### config.mk
export PLATFORM = sky130hd
export DESIGN_NAME = tm_if_top
export DESIGN_NICKNAME = d
export VERILOG_FILES = /design/src/tm_if_pkg.sv /design/src/tm_if_top.sv /design/src/release_mux.sv /design/src/copy_pipeline.sv /design/src/rc_counter.sv /design/src/tm_if_ctrl.sv /design/src/sync_fifo.sv
export SDC_FILE = /design/constraint.sdc
export NUM_CORES = 2
export LEC_CHECK = 0
export ABC_CLOCK_PERIOD_IN_PS = 6580
export BUFFER_PORTS_ARGS = -buffer_cell sky130_fd_sc_hd__buf_2
export CAP_MARGIN = 20
export CORE_MARGIN = 2
export CORE_UTILIZATION = 41
export DETAILED_ROUTE_END_ITERATION = 6
export PLACE_DENSITY = 0.63
export SYNTH_ARGS = -nofsm -noshare
export SYNTH_HDL_FRONTEND = slang
export SYNTH_HIERARCHICAL = 1
export SYNTH_SLANG_ARGS = --single-unit
### constraint.sdc
create_clock -name clk -period 6.58 [get_ports clk]
set_input_delay 1.316 -clock clk [delete_from_list [all_inputs] [get_ports clk]]
set_output_delay 1.316 -clock clk [all_outputs]
set_load 0.05 [all_outputs]
### src/tm_if_pkg.sv
/*
 * widths, FIFO depths and back-pressure thresholds
 * copy and release FIFO payload structs
 */
`default_nettype none

package tm_if_pkg;

	// ******************** field widths
	localparam int PORT_W    = 4;
	localparam int QID_W     = 8;    // first-level queue
	localparam int CONN_W    = 10;
	localparam int GROUP_W   = 6;
	localparam int PQ_W      = 4;    // port queue
	localparam int PKT_ID_W  = 6;    // 64 table entries
	localparam int RC_W      = 5;
	localparam int BUF_PTR_W = 12;
	localparam int PKT_LEN_W = 14;

	// ******************** depths and thresholds
	localparam int INTAKE_DEPTH_W = 4;   // 16 entries
	localparam int PEND_DEPTH_W   = 5;   // 32 entries
	localparam int REL_DEPTH_W    = 5;
	localparam int BP_ON          = 10;  // bp rises above this fill
	localparam int BP_OFF         = 6;   // and drops below this one

	// one copy request, intake and pending payload
	typedef struct packed {
		logic                 ucast;
		logic                 last;
		logic                 drop;
		logic [PKT_ID_W-1:0]  packet_id;
		logic [QID_W-1:0]     qid;
		logic [PORT_W-1:0]    src_port;
		logic [BUF_PTR_W-1:0] buf_ptr;
		logic [PKT_LEN_W-1:0] packet_length;
	} copy_t;

	// one buffer release
	typedef struct packed {
		logic [RC_W-1:0]      read_count;
		logic [PORT_W-1:0]    src_port;
		logic [BUF_PTR_W-1:0] buf_ptr;
		logic [PKT_LEN_W-1:0] packet_length;
	} release_t;

endpackage

`default_nettype wire
### src/tm_if_top.sv
/*
 * replication to traffic manager interface, top level
 */
`default_nettype none

module tm_if_top
	import tm_if_pkg::*;
#(
	parameter int PKT_ID_W = tm_if_pkg::PKT_ID_W
) (
	input  logic                 clk,
	input  logic                 rst_n,
	input  logic                 rep_req,
	input  logic                 rep_drop,
	input  logic                 rep_ucast,
	input  logic                 rep_last,
	input  logic [PKT_ID_W-1:0]  rep_packet_id,
	input  logic [QID_W-1:0]     rep_qid,
	input  logic [PORT_W-1:0]    rep_src_port,
	input  logic [BUF_PTR_W-1:0] rep_buf_ptr,
	input  logic [PKT_LEN_W-1:0] rep_packet_length,
	input  logic                 tm_poll_ack,
	input  logic                 tm_poll_drop,
	input  logic [CONN_W-1:0]    tm_poll_conn_id,
	input  logic [GROUP_W-1:0]   tm_poll_group_id,
	input  logic [PQ_W-1:0]      tm_poll_port_queue_id,
	input  logic [PORT_W-1:0]    tm_poll_port_id,
	input  logic                 discard_req,
	input  logic [PORT_W-1:0]    discard_src_port,
	input  logic [BUF_PTR_W-1:0] discard_buf_ptr,
	input  logic [PKT_LEN_W-1:0] discard_packet_length,
	output logic                 rep_bp,
	output logic                 tm_poll_req,
	output logic [QID_W-1:0]     tm_poll_qid,
	output logic [PORT_W-1:0]    tm_poll_src_port,
	output logic                 tm_enq_req,
	output logic [QID_W-1:0]     tm_enq_qid,
	output logic [CONN_W-1:0]    tm_enq_conn_id,
	output logic [GROUP_W-1:0]   tm_enq_group_id,
	output logic [PQ_W-1:0]      tm_enq_port_queue_id,
	output logic [PORT_W-1:0]    tm_enq_src_port,
	output logic [PORT_W-1:0]    tm_enq_dst_port,
	output logic [BUF_PTR_W-1:0] tm_enq_buf_ptr,
	output logic [PKT_LEN_W-1:0] tm_enq_packet_length,
	output logic                 bm_release_valid,
	output logic [RC_W-1:0]      bm_read_count,
	output logic [PORT_W-1:0]    bm_src_port,
	output logic [BUF_PTR_W-1:0] bm_buf_ptr,
	output logic [PKT_LEN_W-1:0] bm_packet_length
);

	copy_t                   intake_din;
	copy_t                   intake_dout;
	logic [INTAKE_DEPTH_W:0] intake_count;
	logic                    intake_empty;
	logic                    intake_rd;
	copy_t                   pend_head;
	logic                    pend_wr;
	logic                    pend_rd;
	logic                    pend_full;
	logic                    ack_valid;
	logic                    clear_busy;
	logic [PKT_ID_W-1:0]     clear_addr;
	logic                    lookup_valid;
	logic [PKT_ID_W-1:0]     lookup_id;
	logic                    copy_drop;
	logic                    copy_final;
	logic [RC_W-1:0]         final_count;
	release_t                rel_din;
	release_t                rel_head;
	logic                    rel_wr;
	logic                    rel_rd;
	logic                    rel_empty;

	assign intake_din = '{ucast: rep_ucast, last: rep_last, drop: rep_drop,
		packet_id: rep_packet_id, qid: rep_qid, src_port: rep_src_port,
		buf_ptr: rep_buf_ptr, packet_length: rep_packet_length};

	// ******************** FIFOs
	sync_fifo #(.payload_t(copy_t), .DEPTH_W(INTAKE_DEPTH_W)) u_intake_fifo (
		.clk(clk), .rst_n(rst_n),
		.wr(rep_req), .rd(intake_rd), .din(intake_din), .dout(intake_dout),
		.count(intake_count), .full(), .empty(intake_empty)
	);

	sync_fifo #(.payload_t(copy_t), .DEPTH_W(PEND_DEPTH_W)) u_pend_fifo (
		.clk(clk), .rst_n(rst_n),
		.wr(pend_wr), .rd(pend_rd), .din(intake_dout), .dout(pend_head),
		.count(), .full(pend_full), .empty()
	);

	sync_fifo #(.payload_t(release_t), .DEPTH_W(REL_DEPTH_W)) u_rel_fifo (
		.clk(clk), .rst_n(rst_n),
		.wr(rel_wr), .rd(rel_rd), .din(rel_din), .dout(rel_head),
		.count(), .full(), .empty(rel_empty)
	);

	// ******************** control and datapath
	tm_if_ctrl #(.PKT_ID_W(PKT_ID_W)) u_tm_if_ctrl (
		.intake_head_qid(intake_dout.qid),
		.intake_head_src_port(intake_dout.src_port),
		.*
	);

	rc_counter #(.PKT_ID_W(PKT_ID_W)) u_rc_counter (.*);

	copy_pipeline u_copy_pipeline (.*);

	release_mux u_release_mux (.*);

endmodule

`default_nettype wire

### src/release_mux.sv
/*
 * buffer-manager output, discard wins over queued release
 */
`default_nettype none

module release_mux
	import tm_if_pkg::*;
(
	input  logic                 clk,
	input  logic                 rst_n,
	input  logic                 discard_req,
	input  logic [PORT_W-1:0]    discard_src_port,
	input  logic [BUF_PTR_W-1:0] discard_buf_ptr,
	input  logic [PKT_LEN_W-1:0] discard_packet_length,
	input  logic                 rel_empty,
	input  release_t             rel_head,
	output logic                 rel_rd,
	output logic                 bm_release_valid,
	output logic [RC_W-1:0]      bm_read_count,
	output logic [PORT_W-1:0]    bm_src_port,
	output logic [BUF_PTR_W-1:0] bm_buf_ptr,
	output logic [PKT_LEN_W-1:0] bm_packet_length
);

	logic                 disc_valid;
	logic [PORT_W-1:0]    disc_src_port;
	logic [BUF_PTR_W-1:0] disc_buf_ptr;
	logic [PKT_LEN_W-1:0] disc_packet_length;

	assign rel_rd = !rel_empty && !disc_valid;   // release waits a cycle

	always_ff @(posedge clk) begin
		disc_src_port      <= discard_src_port;
		disc_buf_ptr       <= discard_buf_ptr;
		disc_packet_length <= discard_packet_length;
		bm_read_count      <= disc_valid ? '0 : rel_head.read_count;
		bm_src_port        <= disc_valid ? disc_src_port : rel_head.src_port;
		bm_buf_ptr         <= disc_valid ? disc_buf_ptr : rel_head.buf_ptr;
		bm_packet_length   <= disc_valid ? disc_packet_length : rel_head.packet_length;
	end

	always_ff @(posedge clk) begin
		if (!rst_n) begin
			disc_valid       <= 1'b0;
			bm_release_valid <= 1'b0;
		end else begin
			disc_valid       <= discard_req;
			bm_release_valid <= disc_valid || rel_rd;
		end
	end

	// discards are spaced so queued releases still drain
	a_discard_spacing: assert property (@(posedge clk) disable iff (!rst_n)
		discard_req |=> !discard_req);

endmodule

`default_nettype wire

### src/copy_pipeline.sv
/*
 * ack and copy alignment with the count lookup
 * TM enqueue outputs and release push
 */
`default_nettype none

module copy_pipeline
	import tm_if_pkg::*;
(
	input  logic                 clk,
	input  logic                 rst_n,
	input  logic                 ack_valid,
	input  copy_t                pend_head,
	input  logic                 tm_poll_drop,
	input  logic [CONN_W-1:0]    tm_poll_conn_id,
	input  logic [GROUP_W-1:0]   tm_poll_group_id,
	input  logic [PQ_W-1:0]      tm_poll_port_queue_id,
	input  logic [PORT_W-1:0]    tm_poll_port_id,
	input  logic [RC_W-1:0]      final_count,
	output logic                 tm_enq_req,
	output logic [QID_W-1:0]     tm_enq_qid,
	output logic [CONN_W-1:0]    tm_enq_conn_id,
	output logic [GROUP_W-1:0]   tm_enq_group_id,
	output logic [PQ_W-1:0]      tm_enq_port_queue_id,
	output logic [PORT_W-1:0]    tm_enq_src_port,
	output logic [PORT_W-1:0]    tm_enq_dst_port,
	output logic [BUF_PTR_W-1:0] tm_enq_buf_ptr,
	output logic [PKT_LEN_W-1:0] tm_enq_packet_length,
	output logic                 lookup_valid,
	output logic [PKT_ID_W-1:0]  lookup_id,
	output logic                 copy_drop,
	output logic                 copy_final,
	output logic                 rel_wr,
	output release_t             rel_din
);

	copy_t                s1_copy;
	logic                 s1_tm_drop;
	logic [CONN_W-1:0]    s1_conn_id;
	logic [GROUP_W-1:0]   s1_group_id;
	logic [PQ_W-1:0]      s1_pq_id;
	logic [PORT_W-1:0]    s1_port_id;
	logic                 s2_valid;
	logic                 s2_drop;
	logic                 s2_final;
	copy_t                s2_copy;
	logic [CONN_W-1:0]    s2_conn_id;
	logic [GROUP_W-1:0]   s2_group_id;
	logic [PQ_W-1:0]      s2_pq_id;
	logic [PORT_W-1:0]    s2_port_id;
	logic                 s3_valid;
	logic                 s3_final;

	// ******************** stage 1, lookup
	// head captured in the ack cycle, it is popped there
	assign lookup_valid = ack_valid;
	assign lookup_id    = s1_copy.packet_id;
	assign copy_drop    = s1_tm_drop | s1_copy.drop;
	assign copy_final   = s1_copy.ucast | s1_copy.last;

	// ******************** stage 3, outputs
	assign rel_wr  = s3_valid && s3_final;
	assign rel_din = '{read_count: final_count, src_port: tm_enq_src_port,
		buf_ptr: tm_enq_buf_ptr, packet_length: tm_enq_packet_length};

	always_ff @(posedge clk) begin
		s1_copy     <= pend_head;
		s1_tm_drop  <= tm_poll_drop;
		s1_conn_id  <= tm_poll_conn_id;
		s1_group_id <= tm_poll_group_id;
		s1_pq_id    <= tm_poll_port_queue_id;
		s1_port_id  <= tm_poll_port_id;
		s2_copy     <= s1_copy;
		s2_drop     <= copy_drop;
		s2_final    <= copy_final;
		s2_conn_id  <= s1_conn_id;
		s2_group_id <= s1_group_id;
		s2_pq_id    <= s1_pq_id;
		s2_port_id  <= s1_port_id;
		s3_final    <= s2_final;
		tm_enq_qid           <= s2_copy.qid;
		tm_enq_conn_id       <= s2_conn_id;
		tm_enq_group_id      <= s2_group_id;
		tm_enq_port_queue_id <= s2_pq_id;
		tm_enq_src_port      <= s2_copy.src_port;
		tm_enq_dst_port      <= s2_port_id;   // TM picks the port
		tm_enq_buf_ptr       <= s2_copy.buf_ptr;
		tm_enq_packet_length <= s2_copy.packet_length;
	end

	always_ff @(posedge clk) begin
		if (!rst_n) begin
			s2_valid   <= 1'b0;
			s3_valid   <= 1'b0;
			tm_enq_req <= 1'b0;
		end else begin
			s2_valid   <= ack_valid;
			s3_valid   <= s2_valid;
			tm_enq_req <= s2_valid && !s2_drop;
		end
	end

endmodule

`default_nettype wire

### src/rc_counter.sv
/*
 * per-packet read-count table with clear port,
 * read pipeline and forwarding of the two latest writes
 */
`default_nettype none

module rc_counter
	import tm_if_pkg::*;
#(
	parameter int PKT_ID_W = tm_if_pkg::PKT_ID_W
) (
	input  logic                clk,
	input  logic                rst_n,
	input  logic                clear_busy,
	input  logic [PKT_ID_W-1:0] clear_addr,
	input  logic                lookup_valid,
	input  logic [PKT_ID_W-1:0] lookup_id,
	input  logic                copy_drop,
	input  logic                copy_final,
	output logic [RC_W-1:0]     final_count
);

	logic [RC_W-1:0]     mem [2 ** PKT_ID_W];
	logic [RC_W-1:0]     rd_q;
	logic                s2_valid;
	logic [PKT_ID_W-1:0] s2_id;
	logic                s2_drop;
	logic                s2_final;
	logic [RC_W-1:0]     fwd_count;
	logic                s3_valid;
	logic [PKT_ID_W-1:0] s3_id;
	logic                s3_drop;
	logic                s3_final;
	logic [RC_W-1:0]     s3_count;
	logic                upd_wr;
	logic [RC_W-1:0]     upd_data;
	logic                upd_wr_d;
	logic [PKT_ID_W-1:0] upd_id_d;
	logic [RC_W-1:0]     upd_data_d;

	// ******************** table
	always_ff @(posedge clk) begin
		if (clear_busy)
			mem[clear_addr] <= '0;
		else if (upd_wr)
			mem[s3_id] <= upd_data;
		rd_q <= mem[lookup_id];
	end

	// newest write first, RAM holds the rest
	assign fwd_count = (upd_wr && s3_id == s2_id) ? upd_data :
		(upd_wr_d && upd_id_d == s2_id) ? upd_data_d : rd_q;

	assign final_count = s3_count + {{(RC_W-1){1'b0}}, !s3_drop};
	assign upd_wr      = s3_valid && (s3_final || !s3_drop);
	assign upd_data    = s3_final ? '0 : final_count;   // last copy restarts at 0

	always_ff @(posedge clk) begin
		s2_id      <= lookup_id;
		s2_drop    <= copy_drop;
		s2_final   <= copy_final;
		s3_id      <= s2_id;
		s3_drop    <= s2_drop;
		s3_final   <= s2_final;
		s3_count   <= fwd_count;
		upd_id_d   <= s3_id;
		upd_data_d <= upd_data;
	end

	always_ff @(posedge clk) begin
		if (!rst_n) begin
			s2_valid <= 1'b0;
			s3_valid <= 1'b0;
			upd_wr_d <= 1'b0;
		end else begin
			s2_valid <= lookup_valid;
			s3_valid <= s2_valid;
			upd_wr_d <= upd_wr;
		end
	end

	// polls wait for the sweep, so no ack can reach the table before it ends
	a_lookup_in_clear: assert property (@(posedge clk) disable iff (!rst_n)
		lookup_valid |-> !clear_busy);

endmodule

`default_nettype wire

### src/tm_if_ctrl.sv
/*
 * counter-clear sweep, intake pop and TM poll issue
 * back-pressure hysteresis and pending pop on ack
 */
`default_nettype none

module tm_if_ctrl
	import tm_if_pkg::*;
#(
	parameter int PKT_ID_W = tm_if_pkg::PKT_ID_W
) (
	input  logic                    clk,
	input  logic                    rst_n,
	input  logic [INTAKE_DEPTH_W:0] intake_count,
	input  logic                    intake_empty,
	input  logic                    pend_full,
	input  logic                    tm_poll_ack,
	input  logic [QID_W-1:0]        intake_head_qid,
	input  logic [PORT_W-1:0]       intake_head_src_port,
	output logic                    intake_rd,
	output logic                    pend_wr,
	output logic                    pend_rd,
	output logic                    ack_valid,
	output logic                    clear_busy,
	output logic [PKT_ID_W-1:0]     clear_addr,
	output logic                    rep_bp,
	output logic                    tm_poll_req,
	output logic [QID_W-1:0]        tm_poll_qid,
	output logic [PORT_W-1:0]       tm_poll_src_port
);

	typedef enum logic [1:0] {
		SWEEP_IDLE,
		SWEEP_CLEAR,
		SWEEP_DONE
	} sweep_st_t;

	sweep_st_t sweep_st;

	// ******************** clear sweep
	always_ff @(posedge clk) begin
		if (!rst_n) begin
			sweep_st   <= SWEEP_IDLE;
			clear_addr <= '0;
		end else begin
			case (sweep_st)
				SWEEP_IDLE: sweep_st <= SWEEP_CLEAR;
				SWEEP_CLEAR: begin
					clear_addr <= clear_addr + 1'b1;
					if (&clear_addr)
						sweep_st <= SWEEP_DONE;   // last entry zeroed
				end
				default: sweep_st <= SWEEP_DONE;
			endcase
		end
	end

	assign clear_busy = (sweep_st == SWEEP_CLEAR);

	// ******************** poll issue
	// copy moves from intake to pending in the pop cycle
	assign intake_rd = !intake_empty && !pend_full && (sweep_st == SWEEP_DONE);
	assign pend_wr   = intake_rd;
	assign pend_rd   = tm_poll_ack;   // acks come in poll order

	always_ff @(posedge clk) begin
		tm_poll_qid      <= intake_head_qid;
		tm_poll_src_port <= intake_head_src_port;
	end

	always_ff @(posedge clk) begin
		if (!rst_n) begin
			tm_poll_req <= 1'b0;
			ack_valid   <= 1'b0;
			rep_bp      <= 1'b0;
		end else begin
			tm_poll_req <= intake_rd;
			ack_valid   <= tm_poll_ack;
			if (intake_count > BP_ON)
				rep_bp <= 1'b1;
			else if (intake_count < BP_OFF)
				rep_bp <= 1'b0;   // between thresholds hold
		end
	end

endmodule

`default_nettype wire

### src/sync_fifo.sv
/*
 * register-array synchronous FIFO, payload set by type parameter
 */
`default_nettype none

module sync_fifo #(
	parameter type payload_t = logic [7:0],
	parameter int  DEPTH_W   = 4
) (
	input  logic             clk,
	input  logic             rst_n,
	input  logic             wr,
	input  logic             rd,
	input  payload_t         din,
	output payload_t         dout,
	output logic [DEPTH_W:0] count,
	output logic             full,
	output logic             empty
);

	localparam int DEPTH = 2 ** DEPTH_W;

	payload_t           mem [DEPTH];
	logic [DEPTH_W-1:0] wptr;
	logic [DEPTH_W-1:0] rptr;

	assign dout  = mem[rptr];   // head
	assign full  = count[DEPTH_W];
	assign empty = (count == '0);

	always_ff @(posedge clk) begin
		if (wr)
			mem[wptr] <= din;
	end

	always_ff @(posedge clk) begin
		if (!rst_n) begin
			wptr  <= '0;
			rptr  <= '0;
			count <= '0;
		end else begin
			if (wr)
				wptr <= wptr + 1'b1;
			if (rd)
				rptr <= rptr + 1'b1;
			case ({wr, rd})
				2'b10: count <= count + 1'b1;
				2'b01: count <= count - 1'b1;
				default: ;
			endcase
		end
	end

	// ******************** usage checks
	a_push_full: assert property (@(posedge clk) disable iff (!rst_n) wr |-> !full);
	a_pop_empty: assert property (@(posedge clk) disable iff (!rst_n) rd |-> !empty);

endmodule

`default_nettype wire

-- After elaboration in Yosys (flattened, before gate mapping)
Memories as Yosys holds them, arrays and structs flattened. A register that Yosys moved wholly into a read port is not among the register bits.
Index checks and enable logic that the tools add are counted.
- order comparisons: 2
- multiplexer cells: 31
- $add $sub $neg: 14
- reduce and logical (&&, ||, !) cells: 25
- bitwise operators: 2
- equality and inequality tests: 11
- operators by type and width (kind ; count):
    2-to-1 mux 5 bit ; 6
    adder 5 x 1 -> 5 bit, second input constant ; 5
    case mux 6 bit (2 select lines) ; 2
    adder 6 x 1 -> 6 bit, second input constant ; 3
    2-to-1 mux 1 bit ; 14
    2-to-1 mux 14 bit ; 1
    equality test 6 bit ; 2
    2-to-1 mux 12 bit ; 1
    2-to-1 mux 4 bit ; 3
    subtractor 6 x 1 -> 6 bit, second input constant ; 2
    case mux 5 bit (2 select lines) ; 1
    adder 4 x 1 -> 4 bit, second input constant ; 2
    equality test 2 x 1 -> 1 bit, second input constant ; 4
    equality test 2 bit, second input constant ; 4
    logical AND 1 bit ; 8
    nonzero test 2 bit ; 4
    logical NOT 1 bit ; 6
    logical NOT 6 bit ; 1
    2-to-1 mux 6 bit ; 1
    AND reduction 6 bit ; 1
    adder 5 x 1 -> 5 bit ; 1
    greater-than comparator 5 x 4 -> 1 bit, second input constant ; 1
    logical NOT 5 bit ; 1
    less-than comparator 5 x 3 -> 1 bit, second input constant ; 1
    8 further kinds ; 10
- output and inout bits: 113
- register bits: 320
- memories: 4
- logic and storage cells: 148
- memory bits (writable): 3696
- memories (name ; depth ; width ; read ports ; clocked after memory_dff ; write ports ; line ; RTL):
    u_pend_fifo.mem ; 32 ; 47 ; 1 ; 1 ; 1 ; sync_fifo.sv:23 ; payload_t mem [DEPTH];
    u_rel_fifo.mem ; 32 ; 35 ; 1 ; 1 ; 1 ; sync_fifo.sv:23 ;
    u_intake_fifo.mem ; 16 ; 47 ; 1 ; 1 ; 1 ; sync_fifo.sv:23 ;
    u_rc_counter.mem ; 64 ; 5 ; 1 ; 1 ; 1 ; rc_counter.sv:23 ; logic [RC_W-1:0] mem [2 ** PKT_ID_W];

-- Logic depth before layout (Yosys ltp)
- depth in word-level cells: 8
- depth in mapped cells: 14
- depth with buffers taken out: 11

-- Modules after synthesis
The synthesis kept the hierarchy.
- modules (own cells, without submodules) (module ; seq. area each (sq um) ; instances ; area each (sq um) ; cells an instance):
    sync_fifo (u_pend_fifo) ; 45583.7 ; 1 ; 58568.7 ; 2916
    sync_fifo (u_rel_fifo) ; 34052.7 ; 1 ; 43949.7 ; 2213
    sync_fifo (u_intake_fifo) ; 22922.0 ; 1 ; 29057.9 ; 1259
    rc_counter ; 10410.0 ; 1 ; 13929.6 ; 730
    copy_pipeline ; 4043.9 ; 1 ; 4399.2 ; 250
    release_mux ; 1341.3 ; 1 ; 1880.6 ; 110
    tm_if_ctrl ; 460.4 ; 1 ; 720.7 ; 60

-- Worst setup path after synthesis
No wires, ideal clock.
- kind: register -> register
- from: register u_intake_fifo.count[1]
- to: memory u_pend_fifo/mem[15][0] (netlist bit) (enable)
- stages on the path, launching flop included: 8
- slack: 1831 ps
- data arrival time: 4296 ps
- data required time: 6127 ps
- period minus slack after synthesis: 4749 ps
- path through: dfxtp_1 > or4_1 > nor2_1 > nor4b_1 > buf_4 > clkbuf_1 > nand2_1 > nor2_1
- word-level cells in the longest chain between the ends: 6
- ends and longest elaborated chain (element ; line ; RTL):
    from (decl) ; sync_fifo.sv:16 ; output logic [DEPTH_W:0] count,
    from (signal assigned) ; sync_fifo.sv:47 ; 2'b10: count <= count + 1'b1;
    from (signal assigned) ; sync_fifo.sv:48 ; 2'b01: count <= count - 1'b1;
    logical NOT 5 bit ; sync_fifo.sv:29 ; assign empty = (count == '0);
    via intake_empty ; tm_if_top.sv:55 ; logic intake_empty;
    logical NOT 1 bit ; tm_if_ctrl.sv:62 ; assign intake_rd = !intake_empty && !pend_full && (sweep_st == SWEEP_DONE);
    logical AND 1 bit (2 in a row) ; tm_if_ctrl.sv:62 ;
    via intake_rd ; tm_if_top.sv:56 ; logic intake_rd;
    2-to-1 mux 1 bit ; sync_fifo.sv:32 ; if (wr)
    2-to-1 mux 1 bit (implied by the code) ; sync_fifo.sv:33 ; mem[wptr] <= din;
    to (decl) ; sync_fifo.sv:23 ;
The timed path passes the listed nets, and every way through them passes these cells.

==> run_results.csv <==
group,metric,value,unit
route,viasPerCell,5.641,
clocking,holdBufCountCts,0,
yosys,syn_inst,7535,
pwr,switchingPower,0.01360,W
layout,layout_common_cells,"3,696 x edfxtp_1, 598 x mux4_2, 511 x mux2_2, 417 x clkbuf_16, 380 x dfxtp_1",
sta,fin_hold_ws,321.9,ps
pwr,clockPowerShare,0.398,
route,wl,375500,um
sta,skew,41.40,ps
global_routing,grt_pass1_wl,541400,um
die,start_util,0.4125,
die,die_h,613.9,um
sta,fin_tns_setup,0,ps
worst_setup_path,worstPathMaxFanout,42,
die,ioPinCount,220,
pwr,power.density,336.2,mW/mm2
sta,final-max-slew-violation-count,0,
route,dr.pass1.iters,5,
worst_setup_path,required,7370,ps
placement,io_buffer_count,219,
worst_setup_path,slowest_delay,920,ps
sta,rsz0062_at_grt,"false",
worst_setup_path,slowest_stage,"dfxtp_4",
worst_setup_path,critical_path_arrival,4700,ps
outcome,status,"complete, but fails checks",
pwr,sequentialPowerShare,0.504,
sta,hold_viol,0,
die,rows,223,
pwr,power_leakage,54.88,nW
yosys,ys_warn_count,6,
job,maxCapViolCount,0,
global_routing,overflow,0,
die,die_area,0.3768,mm2
route,routedWlPerCell,28.35,um
outcome,violations,"antenna rules",
clocking,clock_sinks,4087,
clocking,clk_pin_slew_worst_paths,60,ps
die,fp.coreArea,0.3697,mm2
sta,final-setup-viol-count,0,
sta,fin_crit_sh,0.5940,
sta,worst_pin_slew,1202,ps
placement,dp_hpwl,206100,um
clocking,cts_setup_buffers,0,
global_routing,grt_max_degree,161,
pwr,ir_drop,303.4,uV
yosys,syn-num-nets,7670,
worst_setup_path,start_kind,"register",
layout,stdcell_area,0.1738,mm2
clocking,clk_latency,960,ps
placement,gp_congestion,0.7844,
route,drtIter0Drc,7287,
layout,syn2layout_area_growth,13.96,%
clocking,cts_tree,"yes",
sta,setup_ws,2671,ps
route,ant_nets,1,
pwr,switching_share,0.2328,
pwr,p_int,0.04482,W
placement,place_area,0.1601,mm2
layout,final_common_cell,"edfxtp_1",
layout,post-route-util,0.4700,
global_routing,antenna_found_initial,31,
worst_setup_path,crit_path_cell_trace,"buf_4 > buf_4 > mux4_2 > a22o_1 > or4_1",
sta,min_period,3909,ps
route,vias,74720,
layout,fin_nets,8071,
placement,dp_slack,2567,ps
clocking,ctsResizeCount,0,
worst_hold_path,min_path_type,"register to register",
worst_setup_path,criticalPathCategory,"register to register",
layout,nFillCells,30250,
layout,drive_above_1_share,0.2786,
yosys,syn-cell-area,0.1525,mm2
global_routing,grt_pass1_vias,76570,
clocking,cts.htree.levels,5,
clocking,numCtsBuffers,411,
global_routing,grt_use_total,0.1970,
worst_setup_path,end_kind,"register",
pwr,comb_power_share,0.098,
yosys,avgSynthCellArea,20.24,um2
worst_setup_path,timing.critical_path.mode_cell,"buf_4",
clocking,cts_buffer_depth,4,
clocking,ctsRootBufferMaster,"clkbuf_16",
route,drc,0,
sta,slew_headroom,0.1928,
die,die_w,613.9,um
sta,timing.fmax,255.8,MHz
cell type report:
cell class,count,area (um2),share of cell area
well taps,4950,6193,0.03564
repair buffers,434,3105,0.01787
inverters,28,105.1,0.0006048
multi-input cells,2974,32040,0.1844
flip-flops and latches,4087,118800,0.6839
diodes,12,30.03,0.0001728
clock buffers,561,11270,0.06483
clock inverters,201,2182,0.01256
through the flow:
step	instances	power (W)
5_1_grt	13240	0.06027
4_1_cts	13230	0.05893
6_report	13250	0.05843
3_3_place_gp	12460	0.03561
3_5_place_dp	12470	0.03574
2_1_floorplan	7535	0.03396
power by group through the flow:
stage / Clock [W] / Combinational, W / Sequential, W
after floorplan: 0 / 0.00374 / 0.0302
after global placement: 0 / 0.00559 / 0.0300
after detailed placement: 0 / 0.00570 / 0.0300
after CTS: 0.0237 / 0.00572 / 0.0295
after global routing: 0.0247 / 0.00611 / 0.0295
final: 0.0233 / 0.00572 / 0.0294
state kept, by name, indices dropped and copies added, names as in the netlist, 8 cells and up, named ones only:
signal	flops
u_pend_fifo/mem	1504
u_rel_fifo/mem	1120
u_intake_fifo/mem	752
u_rc_counter/mem	320
u_copy_pipeline/s1_copy	41
u_copy_pipeline/s2_copy	38
u_copy_pipeline/tm_enq_packet_length	14
u_release_mux/bm_packet_length	14
u_release_mux/disc_packet_length	14
u_copy_pipeline/tm_enq_buf_ptr	12
u_release_mux/bm_buf_ptr	12
u_release_mux/disc_buf_ptr	12
u_copy_pipeline/s1_conn_id	10
u_copy_pipeline/s2_conn_id	10
u_copy_pipeline/tm_enq_conn_id	10
u_copy_pipeline/tm_enq_qid	8
u_tm_if_ctrl/tm_poll_qid	8
worst paths after layout:
check        cells past startpoint                                          endpoint  slack (ps)                                 from
min reg2reg                      0  u_copy_pipeline/tm_enq_packet_length[11]$_DFF_P_         320  u_copy_pipeline/s2_copy[11]$_DFF_P_
max                              5               u_copy_pipeline/s1_copy[29]$_DFF_P_        2670                             register
max reg2reg                      5               u_copy_pipeline/s1_copy[29]$_DFF_P_        2670                             register
min                              0  u_copy_pipeline/tm_enq_packet_length[11]$_DFF_P_         320  u_copy_pipeline/s2_copy[11]$_DFF_P_
layer usage:
layer | global-route usage | up-vias | wire length [um]
li1 | - | 31600 | -
met1 | 0.2602 | 39930 | 152500
met2 | 0.3415 | 2559 | 189700
met3 | 0.02589 | 620 | 22380
met4 | 0.05616 | 8 | 10870
met5 | 0 | - | 45
worst max-delay path, delay by kind of cell, from the launching register on:
kind	cells	cell delay [ps]
mux	1	610
simple gates	1	550
flops	1	920
buf+inv	2	1290
compound gates	1	260
Power figures use the tool's default switching activity.
